`config.mk`:
```
export PLATFORM = sky130hd
export DESIGN_NAME = wb_top
export DESIGN_NICKNAME = d
export VERILOG_FILES = /design/src/wb_pkg.sv /design/src/wb_top.sv /design/src/reg_file.sv /design/src/exc_csr_regs.sv /design/src/exc_commit.sv /design/src/ex2_wb_stage.sv
export SDC_FILE = /design/constraint.sdc
export NUM_CORES = 2
export LEC_CHECK = 0
export BUFFER_PORTS_ARGS = -buffer_cell sky130_fd_sc_hd__clkbuf_2
export CAP_MARGIN = 20
export CORE_MARGIN = 2
export CORE_UTILIZATION = 33
export DETAILED_ROUTE_END_ITERATION = 6
export SYNTH_ARGS = -nofsm -noshare
export SYNTH_HDL_FRONTEND = slang
export SYNTH_SLANG_ARGS = --single-unit
```
`constraint.sdc`:
```
create_clock -name clk -period 3.9 [get_ports clk]
set_input_delay 0.78 -clock clk [delete_from_list [all_inputs] [get_ports clk]]
set_output_delay 0.78 -clock clk [all_outputs]
set_load 0.02 [all_outputs]
```
`src/wb_pkg.sv`:
```
package wb_pkg;

    localparam int xlen       = 32;
    localparam int reg_addr_w = 5;
    localparam int vppn_w     = 19;

    // LoongArch ecode values
    typedef enum logic [6:0] {
        ecode_int  = 7'h00,
        ecode_pil  = 7'h01,
        ecode_pis  = 7'h02,
        ecode_pif  = 7'h03,
        ecode_pme  = 7'h04,
        ecode_ppi  = 7'h07,
        ecode_adef = 7'h08,
        ecode_ale  = 7'h09,
        ecode_sys  = 7'h0b,
        ecode_tlbr = 7'h3f
    } ecode_e;

    typedef struct packed {
        logic is_csr;
        logic is_div;
        logic div_rem;
        logic is_load;
        logic is_link;
    } uop_t;

    typedef struct packed {
        logic [xlen-1:0]       pc;
        uop_t                  uop;
        logic [reg_addr_w-1:0] rd;
        logic [xlen-1:0]       result;
        logic                  result_valid;
    } slot_t;

    typedef struct packed {
        logic                  we;
        logic [reg_addr_w-1:0] rd;
        logic [xlen-1:0]       data;
    } wb_port_t;

    typedef struct packed {
        logic            flag;
        ecode_e          ecode;
        logic [xlen-1:0] badv;
        logic [xlen-1:0] era;
    } exc_t;

    typedef struct packed {
        logic              we_era;
        logic [xlen-1:0]   era;
        logic              we_badv;
        logic [xlen-1:0]   badv;
        logic              we_vppn;
        logic [vppn_w-1:0] vppn;
    } csr_wr_t;

endpackage
```
`src/wb_top.sv`:
```
`timescale 1ns/1ps
module wb_top (
    input  logic                          clk,
    input  logic                          aresetn,
    input  wb_pkg::slot_t                 slot0,
    input  wb_pkg::slot_t                 slot1,
    input  logic [wb_pkg::xlen-1:0]       quotient,
    input  logic [wb_pkg::xlen-1:0]       remainder,
    input  logic                          div_ready,
    input  logic [wb_pkg::xlen-1:0]       csr_data,
    input  logic                          csr_ready,
    input  logic [wb_pkg::xlen-1:0]       dcache_data,
    input  logic [wb_pkg::reg_addr_w-1:0] dcache_rd,
    input  logic                          dcache_ready,
    input  wb_pkg::exc_t                  exc,
    input  logic                          cpu_interrupt,
    input  logic                          cfg_we,
    input  logic                          cfg_sel,
    input  logic [wb_pkg::xlen-1:0]       cfg_data,
    input  logic [wb_pkg::reg_addr_w-1:0] rd_addr0,
    input  logic [wb_pkg::reg_addr_w-1:0] rd_addr1,
    output logic                          allowin,
    output logic [wb_pkg::xlen-1:0]       rd_data0,
    output logic [wb_pkg::xlen-1:0]       rd_data1,
    output logic                          flush,
    output logic [wb_pkg::xlen-1:0]       redirect_pc,
    output logic [wb_pkg::xlen-1:0]       era,
    output logic [wb_pkg::xlen-1:0]       badv,
    output logic [wb_pkg::vppn_w-1:0]     vppn
);
    import wb_pkg::*;

    wb_port_t        wb0;
    wb_port_t        wb1;
    wb_port_t        wb2;
    csr_wr_t         csr_wr;
    logic [xlen-1:0] eentry;
    logic [xlen-1:0] tlbrentry;

    ex2_wb_stage u_stage (
        .clk, .aresetn, .slot0, .slot1, .quotient, .remainder, .div_ready,
        .csr_data, .csr_ready, .dcache_data, .dcache_rd, .dcache_ready,
        .allowin, .wb0, .wb1, .wb2
    );

    reg_file u_rf (
        .clk, .aresetn, .wb0, .wb1, .wb2,
        .rd_addr0, .rd_addr1, .rd_data0, .rd_data1
    );

    exc_commit u_commit (
        .clk, .aresetn, .exc, .cpu_interrupt, .eentry, .tlbrentry,
        .flush, .redirect_pc, .csr_wr
    );

    exc_csr_regs u_csr (
        .clk, .aresetn, .csr_wr, .cfg_we, .cfg_sel, .cfg_data,
        .era, .badv, .vppn, .eentry, .tlbrentry
    );

endmodule

```
`src/reg_file.sv`:
```
`timescale 1ns/1ps
module reg_file (
    input  logic                          clk,
    input  logic                          aresetn,
    input  wb_pkg::wb_port_t              wb0,
    input  wb_pkg::wb_port_t              wb1,
    input  wb_pkg::wb_port_t              wb2,
    input  logic [wb_pkg::reg_addr_w-1:0] rd_addr0,
    input  logic [wb_pkg::reg_addr_w-1:0] rd_addr1,
    output logic [wb_pkg::xlen-1:0]       rd_data0,
    output logic [wb_pkg::xlen-1:0]       rd_data1
);
    import wb_pkg::*;

    logic [xlen-1:0] regs [2**reg_addr_w];

    // later port wins on the same index
    always_ff @(posedge clk) begin
        if (wb0.we) begin
            regs[wb0.rd] <= wb0.data;
        end
        if (wb1.we) begin
            regs[wb1.rd] <= wb1.data;
        end
        if (wb2.we) begin
            regs[wb2.rd] <= wb2.data;
        end
    end

    // r0 reads zero whatever was stored
    assign rd_data0 = (rd_addr0 == '0) ? '0 : regs[rd_addr0];
    assign rd_data1 = (rd_addr1 == '0) ? '0 : regs[rd_addr1];

endmodule

```
`src/exc_csr_regs.sv`:
```
`timescale 1ns/1ps
module exc_csr_regs (
    input  logic                      clk,
    input  logic                      aresetn,
    input  wb_pkg::csr_wr_t           csr_wr,
    input  logic                      cfg_we,
    input  logic                      cfg_sel,
    input  logic [wb_pkg::xlen-1:0]   cfg_data,
    output logic [wb_pkg::xlen-1:0]   era,
    output logic [wb_pkg::xlen-1:0]   badv,
    output logic [wb_pkg::vppn_w-1:0] vppn,
    output logic [wb_pkg::xlen-1:0]   eentry,
    output logic [wb_pkg::xlen-1:0]   tlbrentry
);
    import wb_pkg::*;

    // exception state, written by commit
    always_ff @(posedge clk or negedge aresetn) begin
        if (!aresetn) begin
            era  <= '0;
            badv <= '0;
            vppn <= '0;
        end else begin
            if (csr_wr.we_era) begin
                era <= csr_wr.era;
            end
            if (csr_wr.we_badv) begin
                badv <= csr_wr.badv;
            end
            if (csr_wr.we_vppn) begin
                vppn <= csr_wr.vppn;
            end
        end
    end

    // entry addresses, set by software
    always_ff @(posedge clk or negedge aresetn) begin
        if (!aresetn) begin
            eentry    <= '0;
            tlbrentry <= '0;
        end else if (cfg_we) begin
            if (cfg_sel) begin
                tlbrentry <= cfg_data;
            end else begin
                eentry <= cfg_data;
            end
        end
    end

    // vppn comes with badv, from its low bits
    a_vppn_from_badv: assert property (
        @(posedge clk) disable iff (!aresetn)
        csr_wr.we_vppn |-> (csr_wr.we_badv && csr_wr.vppn == csr_wr.badv[vppn_w-1:0])
    );

endmodule

```
`src/exc_commit.sv`:
```
`timescale 1ns/1ps
module exc_commit (
    input  logic                    clk,
    input  logic                    aresetn,
    input  wb_pkg::exc_t            exc,
    input  logic                    cpu_interrupt,
    input  logic [wb_pkg::xlen-1:0] eentry,
    input  logic [wb_pkg::xlen-1:0] tlbrentry,
    output logic                    flush,
    output logic [wb_pkg::xlen-1:0] redirect_pc,
    output wb_pkg::csr_wr_t         csr_wr
);
    import wb_pkg::*;

    logic              set_badv;
    logic              set_vppn;
    logic              flush_q;
    logic              we_badv_q;
    logic              we_vppn_q;
    logic              tlbr_q;
    logic [xlen-1:0]   era_q;
    logic [xlen-1:0]   badv_q;
    logic [vppn_w-1:0] vppn_q;

    // address faults record badv; only tlb faults record vppn
    always_comb begin
        set_badv = 1'b0;
        set_vppn = 1'b0;
        case (exc.ecode)
            ecode_pil, ecode_pis, ecode_pif, ecode_pme, ecode_ppi, ecode_tlbr: begin
                set_badv = 1'b1;
                set_vppn = 1'b1;
            end
            ecode_adef, ecode_ale: begin
                set_badv = 1'b1;
            end
            default: begin
                set_badv = 1'b0;
            end
        endcase
    end

    always_ff @(posedge clk or negedge aresetn) begin
        if (!aresetn) begin
            flush_q   <= 1'b0;
            we_badv_q <= 1'b0;
            we_vppn_q <= 1'b0;
            tlbr_q    <= 1'b0;
        end else begin
            flush_q   <= exc.flag || cpu_interrupt;
            we_badv_q <= exc.flag && set_badv;
            we_vppn_q <= exc.flag && set_vppn;
            tlbr_q    <= exc.flag && (exc.ecode == ecode_tlbr);
        end
    end

    always_ff @(posedge clk) begin
        era_q  <= exc.era;
        badv_q <= exc.badv;
        vppn_q <= exc.badv[vppn_w-1:0];
    end

    assign flush       = flush_q;
    assign redirect_pc = tlbr_q ? tlbrentry : eentry;
    // era is written on every flush, interrupts included
    assign csr_wr = '{we_era: flush_q, era: era_q,
                      we_badv: we_badv_q, badv: badv_q,
                      we_vppn: we_vppn_q, vppn: vppn_q};

    a_badv_needs_flush: assert property (
        @(posedge clk) disable iff (!aresetn)
        (csr_wr.we_badv || csr_wr.we_vppn) |-> flush
    );

endmodule

```
`src/ex2_wb_stage.sv`:
```
`timescale 1ns/1ps
module ex2_wb_stage (
    input  logic                          clk,
    input  logic                          aresetn,
    input  wb_pkg::slot_t                 slot0,
    input  wb_pkg::slot_t                 slot1,
    input  logic [wb_pkg::xlen-1:0]       quotient,
    input  logic [wb_pkg::xlen-1:0]       remainder,
    input  logic                          div_ready,
    input  logic [wb_pkg::xlen-1:0]       csr_data,
    input  logic                          csr_ready,
    input  logic [wb_pkg::xlen-1:0]       dcache_data,
    input  logic [wb_pkg::reg_addr_w-1:0] dcache_rd,
    input  logic                          dcache_ready,
    output logic                          allowin,
    output wb_pkg::wb_port_t              wb0,
    output wb_pkg::wb_port_t              wb1,
    output wb_pkg::wb_port_t              wb2
);
    import wb_pkg::*;

    wb_port_t              wb0_d;
    wb_port_t              wb1_d;
    logic                  load_pending;
    logic                  div_wait;
    logic                  csr_wait;
    logic                  load_wait;
    logic [2:0]            we_q;
    logic [reg_addr_w-1:0] rd_q [3];
    logic [xlen-1:0]       data_q [3];

    // priority: plain result, then csr read, then divider
    function automatic wb_port_t pick(slot_t s, logic csr_en);
        wb_port_t p;
        p.we   = 1'b0;
        p.rd   = s.rd;
        p.data = s.result;
        if (s.result_valid) begin
            p.we = 1'b1;
            if (s.uop.is_link) begin
                p.data = s.result + xlen'(4);
            end
        end else if (csr_en && s.uop.is_csr) begin
            p.we   = csr_ready;
            p.data = csr_data;
        end else if (s.uop.is_div) begin
            p.we   = div_ready;
            p.data = s.uop.div_rem ? remainder : quotient;
        end
        return p;
    endfunction

    always_comb begin
        wb0_d = pick(slot0, 1'b1);
        // no csr path on slot 1
        wb1_d = pick(slot1, 1'b0);
    end

    // hold upstream until every pending source has answered
    assign div_wait  = (slot0.uop.is_div || slot1.uop.is_div) && !div_ready;
    assign csr_wait  = slot0.uop.is_csr && !csr_ready;
    assign load_wait = load_pending && !dcache_ready;
    assign allowin   = !(div_wait || csr_wait || load_wait);

    always_ff @(posedge clk or negedge aresetn) begin
        if (!aresetn) begin
            load_pending <= 1'b0;
        end else if (load_pending) begin
            if (dcache_ready) begin
                load_pending <= 1'b0;
            end
        end else if (slot0.uop.is_load && allowin && !dcache_ready) begin
            // a same-cycle answer never opens a wait
            load_pending <= 1'b1;
        end
    end

    always_ff @(posedge clk or negedge aresetn) begin
        if (!aresetn) begin
            we_q <= '0;
        end else begin
            we_q <= {dcache_ready, wb1_d.we, wb0_d.we};
        end
    end

    always_ff @(posedge clk) begin
        rd_q[0]   <= wb0_d.rd;
        data_q[0] <= wb0_d.data;
        rd_q[1]   <= wb1_d.rd;
        data_q[1] <= wb1_d.data;
        // load data, rd comes from the cache
        rd_q[2]   <= dcache_rd;
        data_q[2] <= dcache_data;
    end

    assign wb0 = '{we: we_q[0], rd: rd_q[0], data: data_q[0]};
    assign wb1 = '{we: we_q[1], rd: rd_q[1], data: data_q[1]};
    assign wb2 = '{we: we_q[2], rd: rd_q[2], data: data_q[2]};

    a_slot0_one_kind: assert property (
        @(posedge clk) disable iff (!aresetn)
        $onehot0({slot0.uop.is_csr, slot0.uop.is_div, slot0.uop.is_load})
    );

endmodule

```
# Word level (Yosys, flattened, before mapping)
# Memories as Yosys holds them, arrays and structs flattened.
# Cells that the tools add are included.
# totals
ff_bits,238
ram_bits,1135
output_inout_bits,181
word_cells,78
memories,3
# memory_table
name,depth,width,rd,rd_clocked_by_memory_dff,wr,line,text
u_rf.regs,32,32,2,0,3,reg_file.sv:15,logic [xlen-1:0] regs [2**reg_addr_w];
u_stage.data_q,3,32,3,0,3,ex2_wb_stage.sv:30,logic [xlen-1:0] data_q [3];
u_stage.rd_q,3,5,3,0,3,ex2_wb_stage.sv:29,logic [reg_addr_w-1:0] rd_q [3];
# op_classes
addsub,2
eq_ne,8
mux,28
bitwise,1
reduce_logical,22
# ops
op,n
$mux W32,12
$add A32 B3 Y32 const B,2
$mux W1,16
$eq A7 B2 Y1 const B,2
$eq A7 B3 Y1 const B,2
$eq A7 B4 Y1 const B,2
$logic_not A5 Y1,2
$logic_and A1 B1 Y1,8
$reduce_or A8 Y1,1
$eq A7 B1 Y1 const B,1
$eq A7 B6 Y1 const B,1
$reduce_or A6 Y1,1
$logic_not A1 Y1,4
$logic_or A1 B1 Y1,4
$reduce_and A2 Y1,2
$not A1 Y1,1

# Longest topological paths before layout
# depth
word_depth,9
mapped_depth,9
depth_no_buf,5

# By module
# From an unflattened synthesis, not the netlist that was laid out.
# unflattened
hier_cells,7267
area_unflattened_um2,83302.4
# modules_own_cells
mod,instances,cells_each,area_each_um2
reg_file,1,6191,70107.2
ex2_wb_stage,1,619,5632.9
exc_csr_regs,1,313,5525.3
exc_commit,1,144,2037.0

# Worst setup path after synthesis
# No wires, ideal clock.
# synth_path
path_kind,input to output
startpoint,input port rd_addr0[0] (netlist name)
endpoint,output port rd_data0[30] (netlist name)
arrival_time_ns,2.742
t_required_ns,3.120
setup_slack_ns,0.378
cell_stages,6
path_buffers,3
cell_sequence,buf_4 buf_6 buf_6 mux4_2 mux2i_1 a2111oi_0
# synth_between
elab_chain_cells,2
# synth_lines
item,line,text
"start, declared",wb_top.sv:20,"input logic [wb_pkg::reg_addr_w-1:0] rd_addr0,"
$mem_v2 Z32 W32 or $logic_not A5 Y1 (tied branches),--,
$mux W32 (*),reg_file.sv:31,assign rd_data0 = (rd_addr0 == '0) ? '0 : regs[rd_addr0];
"end, declared",wb_top.sv:23,"output logic [wb_pkg::xlen-1:0] rd_data0,"
# Every way passes the cells marked *; elsewhere a longest branch is shown, timed or not.

# Worst setup path in the final report
# layout_path
startpoint,input port rd_addr0[3] (netlist name)
endpoint,output port rd_data0[0] (netlist name)
# The elaborated chain is that of the path after synthesis.

==> impl_metrics.tcl <==
set metrics [dict create \
    hold_viol_final 0 \
    rrSetupSlack_ns 0.82 \
    rsz0062_at_grt "false" \
    synth.top_cell.area_share_pct 37.1 \
    cp_slowest_stage_delay_ns 0.46 \
    synth-main-ff-cell "edfxtp_1" \
    fin_crit_sh_pct 101 \
    avgSynthCellArea_um2 11.6 \
    report.final.slew_viol_count 0 \
    die_height_um 505 \
    synthCells 7159 \
    crit_required_ns 3.12 \
    rows 184 \
    die_w_um 505 \
    layout-drive-gt1-share_pct 28.6 \
    reg2reg_depth 5 \
    fin_hold_ws_ns 0.0414 \
    grt.total_usage_pct 27.9 \
    pin_count 586 \
    initial_core_util_pct 33.1 \
    die_area_mm2 0.255 \
    clkLatencyLatePin_ns 0.85 \
    yosysUniqueCellTypes 73 \
    ys_ff_latch 1354 \
    synth_nets 7566 \
    postSynth.asyncResetShare_pct 11.4 \
    cts_tree "done" \
    grt-ovfl-total 0 \
    clk_pin_slew_ns 0.06 \
    busiest_layer "met2" \
    dr.pass1.iters 7 \
    cts_root_buffer "clkbuf_16" \
    clock-sinks 1354 \
    criticalPathCategory "primary input to output pin" \
    status "finished, violations left" \
    globalplace.congestion 0.971 \
    finalCriticalPeriod_ns 3.96 \
    r2r-start "u_stage.we_q[1]$_DFF_PN0_" \
    fin_util_pct 38.9 \
    antenna_found_initial 55 \
    dp_hpwl_um 243000 \
    drc 1 \
    grt_pass1_wl_um 507000 \
    cpMaxStageDelayCell "clkbuf_2" \
    yosysMostFrequentCell "mux2i_1" \
    setup_viol 2 \
    worst_pin_slew_ns 1.30 \
    synthTopCellsByCount "mux2i_1, edfxtp_1, nor2_1" \
    core_area_mm2 0.251 \
    ant_nets 0 \
    met1_usage_pct 34.2 \
    failed_checks "design-rule violations, negative setup slack" \
    end_kind "output pin" \
    power_density_mw_per_mm2 412 \
    groute.layer.met2.usage_pct 42.2 \
    vias 68267 \
    setup_slack_ns -0.0552 \
    clockBufferDepth 3 \
    clock_skew_ns 0.0496 \
    drt-total-wl_um 368000 \
    grt_pass1_vias 65884 \
    place_ws_ns -0.104 \
    ir_drop_v 0.000464 \
    critPathLaunchType "primary input" \
    synthesis.area_mm2 0.0829 \
    htree_levels 4 \
    worstPathMaxFanout 10 \
    synthTopCellsByArea "edfxtp_1, mux4_2, mux2i_1, dfrtp_1, dfxtp_1" \
    syn2layout_area_growth_pct 17.6 \
    cts_buffers 162 \
    yosysWarnings 0 \
    avgRoutedWirePerCell_um 33.2 \
    setup-tns-final_ns -0.0854 \
    r2r-end "u_rf.regs[20][16]$_DFFE_PP_" \
    slew_headroom_pct 12.5 \
    crit_arrival_ns 3.18 \
    yosysSeqAreaShare_pct 46.0 \
    crit_chain "clkbuf_2 -> or3b_2 -> buf_4 -> o21ai_0 -> or3_1 -> o21ai_1 -> buf_4 -> clkbuf_2" \
    hold_path.class "primary input to asynchronous set/reset pin" \
    use_met3_pct 9.26 \
    synth_edf_count 1024 \
    p_leak_nw 36.5 \
    grt_max_degree 107 \
    fmax_mhz 253 \
    vias_per_cell 6.15 \
    drv_cap 0 \
    cts_setup_buffers 0 \
    drtIter0Drc 10237 \
    yosysTopAreaCell "edfxtp_1" \
    layout.nets 7986 \
    port_buffers 519 \
]
layout by cell type, fill, tap and decap left out, types with 164 or more instances in the layout:
master	n
a21oi_1	557
mux4_2	510
o21ai_0	443
buf_4	443
mux2_2	265
clkbuf_16	164
nor2_1	601
dfxtp_1	173
clkbuf_2	512
mux2i_1	1083
edfxtp_1	1024
nand2_1	568
per-layer routing:
layer / vias up / part of all wire [%] / routed length, µm
met2: 5472 / 44 / 161000
met4: 16 / 7.4 / 27100
met3: 1165 / 13 / 49100
met5: - / 0.024 / 89
met1: 33696 / 36 / 131000
li1: 27918 / - / -
metrics by stage:
stage,instances,total power [mW],instance area (µm²)
after floorplan,7159,21.6,82900
final,11095,40.1,97500
after global routing,11075,41.2,97500
after detailed placement,10685,24.9,91300
after global placement,10678,24.6,91100
after CTS,11062,40.1,97300
worst max path at each step:
| stage | startpoint | end | slack (ns) |
|---|---|---|---|
| CTS | rd_addr1[1] | rd_data1[19] | 0.01 |
| floorplan | rd_addr0[0] | rd_data0[30] | 0.38 |
| finish | rd_addr0[3] | rd_data0[0] | -0.06 |
| global placement | rd_addr0[3] | rd_data0[14] | -0.1 |
| detailed placement | rd_addr0[3] | rd_data0[14] | -0.10 |
| global route | rd_addr0[1] | rd_data0[0] | 0.002 |
flip-flops by register name (all words and copies together), names as in the netlist:
name and flops:
u_rf.regs 1024, u_stage.data_q 96, u_commit.badv_q 32, u_commit.era_q 32
u_csr.badv 32, u_csr.eentry 32, u_csr.era 32, u_csr.tlbrentry 32
u_csr.vppn 19, u_stage.rd_q 15, u_stage.we_q 3, u_commit.flush 1
u_commit.tlbr_q 1, u_commit.we_badv_q 1, u_commit.we_vppn_q 1, u_stage.load_pending 1
cells by family after synthesis:
| family | count (synthesis) | share of synthesized area [%] |
|---|---|---|
| XOR/XNOR | 14 | 0.148 |
| AND/OR/NAND/NOR | 1562 | 8.16 |
| AO/OA/AOI/OAI | 1478 | 10.1 |
| multiplexers | 1858 | 30.5 |
| buffers and inverters | 891 | 5.07 |
| flip-flops | 1354 | 46.0 |
| adder cells (fa/ha/maj) | 2 | 0.0302 |
critical path: cells and delay by family:
| kind | cells | cell delay [ns] |
|---|---|---|
| buf+inv | 4 | 1.08 |
| simple gates | 2 | 0.85 |
| compound gates | 2 | 0.45 |
power breakdown:
| group | total [mW] | switching [mW] | internal, mW |
|---|---|---|---|
| clock | 15.3 | 6.79 | 8.47 |
| combinational | 7.69 | 4.64 | 3.05 |
| sequential | 17.2 | 0.559 | 16.6 |
| total | 40.1 | 12.0 | 28.2 |
final cells by class:
class | instances | area, µm²
Timing Repair Buffer | 1135 | 8760
Antenna cell | 30 | 75.1
Inverter | 12 | 45.0
Clock inverter | 75 | 805
Sequential cell | 1354 | 38100
Fill cell | 23765 | 153000
Multi-Input combinational cell | 4914 | 41000
Clock buffer | 227 | 4510
Tap cell | 3348 | 4190
what timing repair did:
| action | 4_1_cts | 5_1_grt |
|---|---|---|
| hold buffers | 75 | 0 |
| gates resized for setup | 5 | 10 |
| pin swaps | 0 | 0 |
| endpoints found under the setup margin | 4 | 13 |
| hold endpoints to repair | 75 | 0 |
Note: power is estimated with default switching activity, not from simulation.
